## src/verilog/sensor_hub_pkg.sv

```systemverilog
package sensor_hub_pkg;

	localparam int num_streams = 8;
	localparam int sample_w = 16;
	localparam int tag_w = 8;
	localparam int frame_w = 2 * tag_w + sample_w;

	typedef logic [2:0] stream_id_t;
	typedef logic [num_streams-1:0] stream_mask_t;
	typedef logic [sample_w-1:0] sample_t;
	typedef logic [tag_w-1:0] tag_t;

	// Tag in bits 7:0, sample in bits 23:8, tag again in bits 31:24.
	typedef logic [frame_w-1:0] frame_t;

	typedef enum logic [1:0] {
		REQ_IDLE,
		REQ_WAIT,
		REQ_STORE
	} req_state_t;

	typedef enum logic {
		SW_IDLE,
		SW_HOLD
	} sw_state_t;

	// First set bit of mask after position last, wrapping around.
	function automatic stream_id_t rr_next(stream_mask_t mask, stream_id_t last);
		stream_id_t pick;
		stream_id_t cand;
		pick = last;
		for (int i = num_streams; i >= 1; i--) begin
			cand = stream_id_t'(last + i); // Wraps on the 3-bit stream number.
			if (mask[cand])
				pick = cand;
		end
		return pick;
	endfunction

endpackage

```

## src/verilog/stream_fifo_if.sv

```systemverilog
`timescale 1ns/100ps

interface stream_fifo_if;
	import sensor_hub_pkg::*;

	logic wr_en;
	stream_id_t wr_stream;
	frame_t wr_frame;

	stream_mask_t full;
	stream_mask_t empty;

	logic rd_en;
	stream_id_t rd_stream;
	frame_t rd_frame; // Head of the FIFO picked by rd_stream.

	modport producer (
		output wr_en, wr_stream, wr_frame,
		input full
	);

	modport buffer (
		input wr_en, wr_stream, wr_frame,
		input rd_en, rd_stream,
		output full, empty, rd_frame
	);

	modport consumer (
		output rd_en, rd_stream,
		input empty, rd_frame
	);

endinterface

```

## src/verilog/frame_fifo.sv

```systemverilog
`timescale 1ns/100ps

module frame_fifo #(
	parameter int fifo_depth = 4
) (
	input logic clock,
	input logic rst_n,
	input logic push,
	input logic pop,
	input sensor_hub_pkg::frame_t din,
	output sensor_hub_pkg::frame_t dout,
	output logic full,
	output logic empty
);
	import sensor_hub_pkg::*;

	localparam int ptr_w = $clog2(fifo_depth);

	frame_t mem [fifo_depth];
	logic [ptr_w-1:0] wr_ptr;
	logic [ptr_w-1:0] rd_ptr;
	logic [ptr_w:0] count;

	always_ff @(posedge clock or negedge rst_n) begin
		if (!rst_n) begin
			wr_ptr <= '0;
			rd_ptr <= '0;
			count <= '0;
		end else begin
			if (push)
				wr_ptr <= wr_ptr + 1'b1; // Depth is a power of two, so it wraps.
			if (pop)
				rd_ptr <= rd_ptr + 1'b1;
			unique case ({push, pop})
				2'b10: count <= count + 1'b1;
				2'b01: count <= count - 1'b1;
				default: count <= count;
			endcase
		end
	end

	always_ff @(posedge clock) begin
		if (push)
			mem[wr_ptr] <= din;
	end

	assign dout = mem[rd_ptr]; // Head shows without a read cycle.
	assign full = (count == (ptr_w + 1)'(fifo_depth));
	assign empty = (count == '0);

endmodule

```

## src/verilog/stream_buffer_bank.sv

```systemverilog
`timescale 1ns/100ps

module stream_buffer_bank #(
	parameter int fifo_depth = 4
) (
	input logic clock,
	input logic rst_n,
	stream_fifo_if.buffer fifo
);
	import sensor_hub_pkg::*;

	stream_mask_t push;
	stream_mask_t pop;
	stream_mask_t full_mask;
	stream_mask_t empty_mask;
	frame_t heads [num_streams];

	for (genvar g = 0; g < num_streams; g++) begin : g_stream
		assign push[g] = fifo.wr_en && (fifo.wr_stream == stream_id_t'(g));
		assign pop[g] = fifo.rd_en && (fifo.rd_stream == stream_id_t'(g));

		frame_fifo #(
			.fifo_depth(fifo_depth)
		) u_frame_fifo (
			.clock(clock),
			.rst_n(rst_n),
			.push(push[g]),
			.pop(pop[g]),
			.din(fifo.wr_frame),
			.dout(heads[g]),
			.full(full_mask[g]),
			.empty(empty_mask[g])
		);
	end

	assign fifo.full = full_mask;
	assign fifo.empty = empty_mask;
	assign fifo.rd_frame = heads[fifo.rd_stream];

endmodule

```

## src/verilog/sensor_requester.sv

```systemverilog
`timescale 1ns/100ps

module sensor_requester (
	input logic clock,
	input logic rst_n,
	stream_fifo_if.producer fifo,
	input sensor_hub_pkg::stream_mask_t selected_streams,
	input logic access_datastreams,
	input logic command_from_app,
	output sensor_hub_pkg::stream_mask_t sensor_request,
	input logic sensor_valid,
	input sensor_hub_pkg::sample_t sensor_sample,
	output logic sample_dropped
);
	import sensor_hub_pkg::*;

	req_state_t state;
	stream_mask_t active;
	stream_id_t next_stream;
	stream_id_t cur_stream;
	sample_t sample_q;
	logic enable;
	logic store;

	assign enable = access_datastreams & command_from_app;
	assign active = selected_streams & {num_streams{enable}};

	// The stream being served is also the round-robin start point.
	assign next_stream = rr_next(active, cur_stream);

	always_ff @(posedge clock or negedge rst_n) begin
		if (!rst_n) begin
			state <= REQ_IDLE;
			cur_stream <= stream_id_t'(num_streams - 1); // Stream 0 is polled first.
		end else begin
			unique case (state)
				REQ_IDLE: begin
					if (|active) begin
						cur_stream <= next_stream;
						state <= REQ_WAIT;
					end
				end
				REQ_WAIT: begin
					if (sensor_valid)
						state <= REQ_STORE;
				end
				REQ_STORE: begin
					state <= REQ_IDLE;
				end
				default: begin
					state <= REQ_IDLE;
				end
			endcase
		end
	end

	always_ff @(posedge clock) begin
		if (state == REQ_WAIT && sensor_valid)
			sample_q <= sensor_sample; // Latency is set by the sensor.
	end

	always_comb begin
		sensor_request = '0;
		if (state == REQ_IDLE && |active)
			sensor_request[next_stream] = 1'b1; // One-cycle one-hot request.
	end

	assign store = (state == REQ_STORE);

	// A full FIFO loses the sample.
	assign fifo.wr_en = store & ~fifo.full[cur_stream];
	assign sample_dropped = store & fifo.full[cur_stream];

	assign fifo.wr_stream = cur_stream;
	assign fifo.wr_frame = {tag_t'(cur_stream), sample_q, tag_t'(cur_stream)};

endmodule

```

## src/verilog/master_switch.sv

```systemverilog
`timescale 1ns/100ps

module master_switch (
	input logic clock,
	input logic rst_n,
	stream_fifo_if.consumer fifo,
	input logic ready_to_send,
	input logic packet_sent,
	output sensor_hub_pkg::stream_id_t mux_select,
	output logic select_ready,
	output logic packet_valid,
	output sensor_hub_pkg::frame_t packet_data,
	output logic sending_flag
);
	import sensor_hub_pkg::*;

	sw_state_t state;
	stream_id_t served_stream;
	stream_id_t next_stream;
	frame_t hold_frame;
	logic any_data;
	logic start;

	assign any_data = (fifo.empty != {num_streams{1'b1}});
	assign next_stream = rr_next(~fifo.empty, served_stream);
	assign start = (state == SW_IDLE) && ready_to_send && any_data;

	// The pop and the search happen in the same cycle.
	assign fifo.rd_en = start;
	assign fifo.rd_stream = next_stream;

	always_ff @(posedge clock or negedge rst_n) begin
		if (!rst_n) begin
			state <= SW_IDLE;
			served_stream <= '0;
		end else begin
			unique case (state)
				SW_IDLE: begin
					if (start) begin
						served_stream <= next_stream;
						state <= SW_HOLD;
					end
				end
				SW_HOLD: begin
					if (packet_sent)
						state <= SW_IDLE;
				end
				default: begin
					state <= SW_IDLE;
				end
			endcase
		end
	end

	always_ff @(posedge clock) begin
		if (start)
			hold_frame <= fifo.rd_frame; // Head before the pop takes effect.
	end

	assign packet_valid = (state == SW_HOLD);
	assign select_ready = (state == SW_HOLD);
	assign packet_data = hold_frame;
	assign mux_select = served_stream;
	assign sending_flag = any_data;

endmodule

```

## src/verilog/sensor_hub_top.sv

```systemverilog
`timescale 1ns/100ps

module sensor_hub_top #(
	parameter int fifo_depth = 4
) (
	input logic clock,
	input logic rst_n,
	input sensor_hub_pkg::stream_mask_t selected_streams,
	input logic access_datastreams,
	input logic command_from_app,
	output sensor_hub_pkg::stream_mask_t sensor_request,
	input logic sensor_valid,
	input sensor_hub_pkg::sample_t sensor_sample,
	output logic sample_dropped,
	input logic ready_to_send,
	input logic packet_sent,
	output sensor_hub_pkg::stream_id_t mux_select,
	output logic select_ready,
	output logic packet_valid,
	output sensor_hub_pkg::frame_t packet_data,
	output logic sending_flag
);

	stream_fifo_if u_fifo_if ();

	sensor_requester u_sensor_requester (
		.clock(clock),
		.rst_n(rst_n),
		.fifo(u_fifo_if.producer),
		.selected_streams(selected_streams),
		.access_datastreams(access_datastreams),
		.command_from_app(command_from_app),
		.sensor_request(sensor_request),
		.sensor_valid(sensor_valid),
		.sensor_sample(sensor_sample),
		.sample_dropped(sample_dropped)
	);

	stream_buffer_bank #(
		.fifo_depth(fifo_depth)
	) u_stream_buffer_bank (
		.clock(clock),
		.rst_n(rst_n),
		.fifo(u_fifo_if.buffer)
	);

	master_switch u_master_switch (
		.clock(clock),
		.rst_n(rst_n),
		.fifo(u_fifo_if.consumer),
		.ready_to_send(ready_to_send),
		.packet_sent(packet_sent),
		.mux_select(mux_select),
		.select_ready(select_ready),
		.packet_valid(packet_valid),
		.packet_data(packet_data),
		.sending_flag(sending_flag)
	);

endmodule

```

## config.mk

```make
export PLATFORM = sky130hd
export DESIGN_NAME = sensor_hub_top
export DESIGN_NICKNAME = d
export VERILOG_FILES = /design/src/verilog/sensor_hub_pkg.sv /design/src/verilog/stream_fifo_if.sv /design/src/verilog/frame_fifo.sv /design/src/verilog/stream_buffer_bank.sv /design/src/verilog/sensor_requester.sv /design/src/verilog/master_switch.sv /design/src/verilog/sensor_hub_top.sv
export SDC_FILE = /design/constraint.sdc
export NUM_CORES = 1
export LEC_CHECK = 0
export CAP_MARGIN = 20
export CORE_MARGIN = 3
export CORE_UTILIZATION = 40
export DETAILED_ROUTE_END_ITERATION = 12
export DONT_BUFFER_PORTS = 1
export PLACE_DENSITY = 0.53
export SKIP_CTS_REPAIR_TIMING = 1
export SLEW_MARGIN = 25
export SYNTH_ARGS = -nofsm -noshare
export SYNTH_HDL_FRONTEND = slang
export SYNTH_SLANG_ARGS = --single-unit
export TNS_END_PERCENT = 30
```

## constraint.sdc

```tcl
create_clock -name clock -period 5.55 [get_ports clock]
set_clock_uncertainty 0.05 [all_clocks]
set_input_delay 0.8325 -clock clock [delete_from_list [all_inputs] [get_ports clock]]
set_output_delay 0.8325 -clock clock [all_outputs]
set_load 0.005 [all_outputs]
```

# Yosys cells after proc, flatten, opt, wreduce, memory -nomap -nowiden
# Memories as Yosys holds them, arrays and structs flattened.
# Cells that the tools add are included.
[word_totals] reg_bits=113 mem_bits_rw=704 inputBits=31 out_inout_bits=47 elab_cells=287 n_memories=8
[classes] addsub=48 order_cmp=20 eq_ne=43 mux=86 bitwise_logic=8 n_reduce_logical=44
[mem_list] name="u_stream_buffer_bank.g_stream[0].u_frame_fifo.mem" depth=4 width=22 read_ports=1 rd_clocked_by_memory_dff=0 write_ports=1 line_no="frame_fifo.sv:19" text="frame_t mem [fifo_depth];"
[mem_list] name="u_stream_buffer_bank.g_stream[1].u_frame_fifo.mem" depth=4 width=22 read_ports=1 rd_clocked_by_memory_dff=0 write_ports=1 line_no="frame_fifo.sv:19"
[mem_list] name="u_stream_buffer_bank.g_stream[2].u_frame_fifo.mem" depth=4 width=22 read_ports=1 rd_clocked_by_memory_dff=0 write_ports=1 line_no="frame_fifo.sv:19"
[mem_list] name="u_stream_buffer_bank.g_stream[3].u_frame_fifo.mem" depth=4 width=22 read_ports=1 rd_clocked_by_memory_dff=0 write_ports=1 line_no="frame_fifo.sv:19"
[mem_list] name="u_stream_buffer_bank.g_stream[4].u_frame_fifo.mem" depth=4 width=22 read_ports=1 rd_clocked_by_memory_dff=0 write_ports=1 line_no="frame_fifo.sv:19"
[mem_list] name="u_stream_buffer_bank.g_stream[5].u_frame_fifo.mem" depth=4 width=22 read_ports=1 rd_clocked_by_memory_dff=0 write_ports=1 line_no="frame_fifo.sv:19"
[mem_list] name="+2 memories"
[op_table] cell="binary-select mux 32 bit (select 3 bit)" n=1
[op_table] cell="< comparator 3 x 4 -> 1 bit, second input constant" n=18
[op_table] cell="2-to-1 mux 32 bit" n=2
[op_table] cell="binary-select mux 1 bit (select 3 bit)" n=17
[op_table] cell="== test 3 bit, second input constant" n=16
[op_table] cell="2-to-1 mux 3 bit" n=16
[op_table] cell="one-hot mux 3 bit (2 select lines)" n=8
[op_table] cell="adder 3 x 1 -> 3 bit, second input constant" n=12
[op_table] cell="2-to-1 mux 1 bit" n=36
[op_table] cell="adder 2 x 1 -> 2 bit, second input constant" n=16
[op_table] cell="logical NOT 3 bit" n=10
[op_table] cell="adder 3 bit, second input constant" n=8
[op_table] cell="subtractor 3 x 1 -> 3 bit, second input constant" n=8
[op_table] cell="logical AND 1 bit" n=21
[op_table] cell="== test 2 x 1 -> 1 bit, second input constant" n=9
[op_table] cell="== test 2 bit, second input constant" n=9
[op_table] cell="nonzero test 2 bit" n=8
[op_table] cell="adder 3 x 2 -> 3 bit, second input constant" n=4
[op_table] cell="== test 3 x 2 -> 1 bit, second input constant" n=4
[op_table] cell="bitwise AND 8 bit" n=1
[op_table] cell="2-to-1 mux 8 bit" n=1
[op_table] cell="!= test 8 bit, second input constant" n=1
[op_table] cell="inverter 8 bit" n=1
[op_table] cell="OR reduction 8 bit" n=1
[op_table] cell="other kinds (14)" n=21

# Depth between registers and ports, before layout
# Gate-level depths: netlist (run 1).
[depth] word_depth=17 ltp_mapped=19 depth_no_buf=15

# Modules after synthesis
# Synthesis (run 1) repeated with hierarchy kept, for this count alone.
[hier_totals] cells_unflattened=2247 area_unflattened_um2=46774.9
[by_module_without_submodules] module="frame_fifo at u_stream_buffer_bank.g_stream[1].u_frame_fifo ..." instances=6 cells_per_inst=204 area_per_inst_um2=5064.9 seq_area_each_um2=4018.9
[by_module_without_submodules] module="frame_fifo at u_stream_buffer_bank.g_stream[0].u_frame_fifo ..." instances=2 cells_per_inst=205 area_per_inst_um2=5063.6 seq_area_each_um2=4018.9
[by_module_without_submodules] module="stream_buffer_bank" instances=1 cells_per_inst=267 area_per_inst_um2=2237.1 seq_area_each_um2=0.0
[by_module_without_submodules] module="master_switch" instances=1 cells_per_inst=155 area_per_inst_um2=2069.5 seq_area_each_um2=1061.0
[by_module_without_submodules] module="sensor_requester" instances=1 cells_per_inst=191 area_per_inst_um2=1951.9 seq_area_each_um2=609.3

# Worst setup path after synthesis (run 1)
# OpenSTA, ideal clock, no wires.
[synth_timing] kind="register -> output" start="register u_sensor_requester.cur_stream[0], in the netlist u_sensor_requester.fifo.wr_stream[0]" end="output sensor_request[6]" arrival_ps=4075 required_time_ps=4668 path_slack_ps=593 stages_incl_launch_ff=15 n_path_buf=3 path_cell_list="dfstp_2 clkbuf_1 clkbuf_1 inv_1 ha_1 buf_1 mux4_2 nand2_1 o21ai_0 mux2i_1 a21oi_1 o2111ai_1 o21ai_0 or3b_2 nor2b_1"
[synth_via] elab_chain_cells=16 elab_cells_between_ends=38 cone_classes="8 x add/sub; 2 x order compare; 27 x mux; 1 x reduce/logical"
[synth_rtl] element="from (decl)" line_no="sensor_requester.sv:20" text="stream_id_t cur_stream;"
[synth_rtl] element="from (signal assigned)" line_no="sensor_requester.sv:34" text="cur_stream <= stream_id_t'(num_streams - 1);"
[synth_rtl] element="from (signal assigned)" line_no="sensor_requester.sv:39" text="cur_stream <= next_stream;"
[synth_rtl] element="adder 3 x 1 -> 3 bit" line_no="sensor_hub_pkg.sv:33" text="cand = stream_id_t'(last + i);"
[synth_rtl] element="binary-select mux 1 bit (select 3 bit)" line_no="sensor_hub_pkg.sv:34" text="if (mask[cand])"
[synth_rtl] element="2-to-1 mux 1 bit (implied by the code)" line_no="sensor_hub_pkg.sv:34"
[synth_rtl] element="2-to-1 mux 3 bit (7 in a row)" line_no="sensor_hub_pkg.sv:34"
[synth_rtl] element="2-to-1 mux 3 bit (*)" line_no="sensor_hub_pkg.sv:34"
[synth_rtl] element="< comparator 3 x 4 -> 1 bit (implied by the code) / >= comparator 3 x 1 -> 1 bit (equally long branches)" line_no="sensor_requester.sv:65" text="sensor_request[next_stream] = 1'b1;"
[synth_rtl] element="logical AND 1 bit (implied by the code)" line_no="sensor_requester.sv:65"
[synth_rtl] element="2-to-1 mux 1 bit (implied by the code)" line_no="sensor_requester.sv:65"
[synth_rtl] element="demux 1 bit (select 3 bit) (*)"
[synth_rtl] element="2-to-1 mux 8 bit (*)" line_no="sensor_requester.sv:64" text="if (state == REQ_IDLE && |active)"
[synth_rtl] element="to (decl)" line_no="sensor_hub_top.sv:11" text="output sensor_hub_pkg::stream_mask_t sensor_request,"
# Every way passes the cells marked *; elsewhere a longest branch is shown, timed or not. The select of a mux whose other input is x is not followed.

# Worst setup path in the final report (run 1)
[layout_timing] start="register u_sensor_requester.cur_stream[1], in the netlist u_sensor_requester.fifo.wr_stream[1]" end="output sensor_request[6]"
# Same word-level chain as after synthesis.

==> impl_results.md, run 1 <==
- Compound-cell area share of the yosys netlist: under 10%
- Number of clock sinks: 708
- Setup violations, final: 0
- All-layer global routing usage: 19.0%
- DIE AREA: 78,300 µm²
- IO Count: 78
- Crit end category: output pin
- Overall Power: 19.4 mW
- Placeable Area: around 74,000 µm²
- Leak: 11.3 nW
- Drt first-iter violations: 1,316
- First-pass GRT wire length: 108 mm
- Hold WC Path Type: input pin to asynchronous set/reset pin
- WP data required: 4.67 ns
- DR vias/cell: 5.64
- Initial core utilization: between 40% and 50%
- Cell total after placement: 2,550
- Cell taking the most area after synthesis: edfxtp_1
- R2r worst-path depth: 16
- Mapped Area: 30,000 µm²
- Largest net degree at the start of global routing: 74
- Synth warn: 0
- Buffers on Ports: 0
- Post-DP HPWL: 46.4 mm
- Mux contribution to synthesized area: 16.1%
- Run status: finished, final reports clean
- Slew HR: 35.5%
- Area grow syn2layout: 12.9%
- Worst skew pair latency: between 0.6 and 0.7 ns
- Post-synth top cells: 643 x edfxtp_1, 165 x mux4_2, 62 x dfrtp_1
- Antenna Nets Post-Route: 0
- P per Cell Area: 572 nW/µm²
- CP Launch Type: flop
- H-tree depth: 3
- CTS buffer count: between 70 and 80
- Vias: 15,200
- Setup TNS Final: 0 ns
- R2R Setup Slk: 0.53 ns
- Fin. Hold Viols: 0
- Slew Limit Fails: 0
- Worst r2r src: u_master_switch.mux_select[0]$_DFFE_PN0P_
- Most used DFF post-synth: edfxtp_1
- Worst Tran Pin Value: 0.944 ns
- Wirelength per Cell: 27.2 µm
- Fmax achieved: 193 MHz
- Die H: 280 µm
- Post-synth EDFFs: 643
- Peak VDD IR: 0.988 mV
- Worst-path clk slew: 0.06 ns
- Max-cap viol count: 0
- Min Clock Period, post-route: 5.17 ns
- Synth top area share: 64.4%
- Unrepaired setup endpoints after global routing: false
- CTS tree: built
- DR DRC count: 0
- WS Path Type: flop to output pin
- Post-Synth Simple-Gate Area: 4.13%
- Synth Register Bits: between 700 and 800
- Largest family of logic cells by synthesized area: multiplexers
- Adder-Cell Fraction of Synth Area: 2.58%
- GPL Wtd Cong: 0.864
- Asr flop ratio synth: 9.18%
- Average size of a mapped cell: 19.0 µm²
- Critical Path AT: 4.29 ns
- Crit-path max FO: 10
- Xor and xnor area share after synthesis: 1.66%
- Post-Syn Instances: 1,581
- Period utilisation layout: 93.2%
- Fin nets: 1,760
- Yosys cell types: 79
- CTS root buffer: clkbuf_16
- Non-Filler Instances: around 2,700
- Die Width: 280 µm
- Sequential cell area fraction in the yosys report: 69.8%
- Share of cells above drive strength 1: 26.4%
- Row count: 99
- Buffer levels on the longest clock path: 3
- DRT Pass-1 Iters: 7
- Area contributors post-synth: edfxtp_1 64%, mux4_2 12%, dfrtp_1 5.2%
- Initial antenna violation count: 0
- Vias in the first global route: 15,500
- DRT Wirelength: 73.1 mm
- Most frequent cell after synthesis: edfxtp_1
- Grt ovf: 0
==> worst max-delay path by stage <==
stage                                                     start                 to  slack, ns  depth (start not counted)
2_1_floorplan  u_sensor_requester.fifo.wr_stream[0]$_DFFE_PN1P_  sensor_request[6]       0.59                         14
3_3_place_gp          u_master_switch.mux_select[0]$_DFFE_PN0P_               flop       0.69                         16
3_5_place_dp          u_master_switch.mux_select[0]$_DFFE_PN0P_               flop       0.54                         16
4_1_cts        u_sensor_requester.fifo.wr_stream[0]$_DFFE_PN1P_  sensor_request[6]        0.1                         11
5_1_grt        u_sensor_requester.fifo.wr_stream[1]$_DFFE_PN1P_  sensor_request[6]       0.07                         11
6_report       u_sensor_requester.fifo.wr_stream[1]$_DFFE_PN1P_  sensor_request[6]       0.38                         11
==> stage by stage <==
| stage | hold slack (ns) | util [%] | setup slack (ns) | instance area [µm²] |
|---|---|---|---|---|
| 2_1_floorplan | 0.419 | - | 0.593 | 30000 |
| 3_3_place_gp | 0.416 | 42.7 | 0.687 | 31400 |
| 3_5_place_dp | 0.414 | 42.7 | 0.544 | 31500 |
| 4_1_cts | -0.176 | 45.9 | 0.0966 | 33700 |
| 5_1_grt | 0.0288 | 46.0 | 0.0710 | 33800 |
| 6_report | 0.0302 | 46.0 | 0.379 | 33800 |
==> cell families (layout without fill, tap and decap cells) <==
family          count (synthesis)  in the layout
compound gates                124            124
xor+xnor                       56             56
fa+ha+maj                      57             57
buf+inv                       142            282
flops                         708            708
mux                           268            268
other cells                     1             11
simple gates                  225            225
==> report_power, final <==
part | total [mW] | switching, mW | internal, mW
registers | 6.92 | 0.508 | 6.41
clock network | 4.68 | 2.02 | 2.66
logic | 7.75 | 4.52 | 3.24
==> cell type report <==
cell class                 instances  area [µm²]
timing repair buffer              89         758
inverter                          59         221
fill                            6305       39700
clock inverter                    41         293
tap                              959        1200
sequential                       708       20900
multi-input combinational        740        8420
clock buffer                      93        2000
antenna                            1        2.50
==> metal layers <==
| metal | wire, µm | track usage (%) | vias to the layer above |
|---|---|---|---|
| met3 | 3280 | 3.15 | 90 |
| met4 | 1130 | 3.75 | 0 |
| li1 | - | - | 6557 |
| met5 | 0 | 0 | - |
| met1 | 33100 | 27.5 | 8155 |
| met2 | 35700 | 30.7 | 358 |
==> cell usage in the layout (no fill, tap or decap), drive strengths merged, types with 7 or more instances in the layout <==
cell    synthesis  layout
o221ai          7       7
fa              8       8
or3             9       9
conb            1      10
nor4b           9       9
mux2i          52      52
o21ai          23      23
xnor2          29      29
nand2          35      35
or2             7       7
nand3          18      18
clkbuf         45      93
and3           25      25
clkinv          3      33
a31oi           7       7
nor4           11      11
nand2b          8       8
ha             49      49
mux2           51      51
dfrtp          62      62
inv            56      62
a221oi         19      19
nor3           15      15
edfxtp        643     643
buf            38      89
mux4          165     165
a21oi          12      12
nor2           45      45
o22ai          20      20
xor2           27      27
and2           25      25
==> flip-flops by register name, summed over array words and instances, names as in the netlist <==
| register | cells |
|---|---|
| u_sensor_requester.sample_q | 16 |
| u_master_switch.packet_valid | 1 |
| u_stream_buffer_bank.g_stream.u_frame_fifo.mem | 608 |
| u_sensor_requester.fifo.wr_stream | 3 |
| u_master_switch.mux_select | 3 |
| u_sensor_requester.state | 2 |
| u_stream_buffer_bank.g_stream.u_frame_fifo.rd_ptr | 16 |
| u_stream_buffer_bank.g_stream.u_frame_fifo.wr_ptr | 16 |
| u_stream_buffer_bank.g_stream.u_frame_fifo.count | 24 |
| u_master_switch.packet_data | 19 |
==> worst max-delay path: stages (launching register included) <==
cell	delay, ns
dfstp_2	0.57
clkinv_1	0.29
ha_1	0.63
mux4_2	0.31
nand2_1	0.10
o21ai_0	0.35
mux2i_1	0.15
a21oi_1	0.17
o2111ai_1	0.11
o21ai_1	0.31
or3b_2	0.50
nor2b_1	0.16
No activity file was read; power rests on OpenSTA's default activity.
==> run 2, diff against run 1 <==
--- a/config.mk
+++ b/config.mk
@@ -6,7 +6,6 @@
 export NUM_CORES = 1
 export LEC_CHECK = 0
 export CAP_MARGIN = 20
-export CORE_MARGIN = 3
 export CORE_UTILIZATION = 40
 export DETAILED_ROUTE_END_ITERATION = 12
 export DONT_BUFFER_PORTS = 1
==> constraint.sdc (replaced) <==
create_clock -name clock -period 5.55 [get_ports clock]
set_clock_uncertainty 0.05 [all_clocks]
set_input_delay 0.8325 -clock clock [delete_from_list [all_inputs] [get_ports clock]]
set_output_delay 0.8325 -clock clock [all_outputs]
set_load 0.05 [all_outputs]
==> run 2 against run 1 <==
  * Setup slack got worse by 0.13 ns
  * Cell count rose by 0.82%
  * Register-to-register slack got worse by 0.17 ns
  * Critical path depth up 2
  * Count of clock-buffer cells in the layout grew 3
  * Total power grew 2.8%
  * Sequential cell count stayed put
  * Worst hold slack gained 0.027 ns
  * Via count fell by 0.32%
  * Sequential share of layout area is 0.27 points lower
  * Critical path type unchanged
==> impl_results.md, run 2 (synthesis results as in run 1) <==
- Row count: 100
- First-pass GRT wire length: around 110 mm
- Hold slack: 0.0572 ns
- Initial core utilization: 40.3%
- Share of cells above drive strength 1: approximately 27%
- All-layer global routing usage: 20.0%
- DRT Wirelength: 74.6 mm
- DR DRC count: 0
- Die Width: 276 µm
- Largest net degree at the start of global routing: 66
- Worst-path clk slew: 0.06 ns
- Max-cap viol count: 0
- Worst skew pair latency: about 0.62 ns
- Area grow syn2layout: 13.3%
- WS Path Type: flop to output pin
- Placeable Area: 74,300 µm²
- Run status: finished, final reports clean
- Vias in the first global route: ~16,000
- DP Worst Slack: ~0.34 ns
- WP data required: 4.67 ns
- Critical Path AT: 4.42 ns
- Setup TNS Final: 0 ns
- Commonest cells after routing, fill and taps aside: 643 x edfxtp_1, 165 x mux4_2, 88 x buf_4
- Final worst slack: 0.244 ns
- Fin. Hold Viols: 0
- Origin of the worst setup path: u_sensor_requester.fifo.wr_stream[0]$_DFFE_PN1P_
- CP Launch Type: flop
- Most common cell after layout, fill and taps aside: edfxtp_1
- Fin nets: about 1,800
- Grt ovf: 0
- Crit end category: output pin
- Filler Cell Count: 6,368
- Min Clock Period, post-route: 5.31 ns
- R2R Setup Slk: 0.36 ns
- DR vias/cell: around 5.6
- R2r worst-path depth: 16
- Crit-path max FO: 52
- Setup violations, final: 0
- Post-route cell area: approximately 34,000 µm²
- Area after DPL: 31,600 µm²
- Worst Tran Pin Value: 1.01 ns
- GPL Wtd Cong: 0.836
- Die H: 276 µm
- Max reg flops: between 600 and 700
- Peak VDD IR: 0.500 mV
- Wirelength per Cell: about 27 µm
- Number of clock sinks: 708
- CTS root buffer: clkbuf_16
- Leak: 11.4 nW
- Buffer levels on the longest clock path: 3
- Post-DP HPWL: 46.3 mm
- DRT Pass-1 Iters: 5
- Worst r2r src: u_master_switch.mux_select[0]$_DFFE_PN0P_
- Buffers on Ports: 0
- CTS tree: built
- IO Count: 78
- Hold WC Path Type: input pin to asynchronous set/reset pin
- Fmax achieved: 188 MHz
- Antenna Nets Post-Route: 0
- Largest register by flop count: u_stream_buffer_bank.g_stream.u_frame_fifo.mem
- # diodes: 0
- Slew Limit Fails: 0
- Final core occ: 45.7%
- CTS buffer count: 74
- DIE AREA: 76,100 µm²
- Vias: 15,100
- Drt first-iter violations: 1,300
- P per Cell Area: between 500 and 600 nW/µm²
- Unrepaired setup endpoints after global routing: false
- H-tree depth: 3
- Period utilisation layout: a little over nine tenths
- Initial antenna violation count: 1
- Slew HR: 32.5%
## run 2: how the worst max path moves through the flow
stage	endpoint	slack [ns]	cells past startpoint
3_5_place_dp	flop	0.34	16
4_1_cts	sensor_request[6]	0.06	13
2_1_floorplan	sensor_request[4]	0.02	15
5_1_grt	flop	0.01	16
3_3_place_gp	flop	0.56	16
6_report	sensor_request[6]	0.24	13
## run 2: per-stage QoR
stage | power [mW] | std cells
2_1_floorplan | 12.8 | 1590
3_3_place_gp | 15.3 | 2570
3_5_place_dp | 15.3 | 2573
4_1_cts | 20.1 | 2707
5_1_grt | 20.8 | 2712
6_report | 19.9 | 2712
## run 2: worst max-delay path, stage by stage, from the launching register on
cell,delay [ns]
dfstp_2,0.54
buf_6,0.45
ha_1,0.27
ha_1,0.31
inv_1,0.16
a21oi_1,0.06
a31oi_1,0.35
mux2i_1,0.13
a21oi_1,0.17
o2111ai_1,0.12
o21ai_0,0.41
or3b_2,0.52
nor2b_1,0.12
buf_4,0.21
## run 2: metal layers
layer | GRT usage, % | up-vias | wire, µm
li1 | - | 6550 | -
met1 | 29.0 | 8019 | 33700
met2 | 31.1 | 430 | 35200
met3 | 3.24 | 110 | 3740
met4 | 5.91 | 2 | 1940
met5 | 0 | - | 13
## run 2: final cells by class
cell class / instances / area, µm² / area share [%]
Sequential cell: 708 / 20900 / 61.6
Multi-Input combinational cell: 740 / 8420 / 24.8
Clock buffer: 96 / 2010 / 5.90
Tap cell: 969 / 1210 / 3.57
Timing Repair Buffer: 102 / 891 / 2.62
Clock inverter: 38 / 280 / 0.825
Inverter: 59 / 221 / 0.652
## run 2: where the power goes
group          internal (mW)  switching (mW)
Sequential              6.40           0.774
Clock                   2.66            2.03
Combinational           3.26            4.77
Total                   12.3            7.57
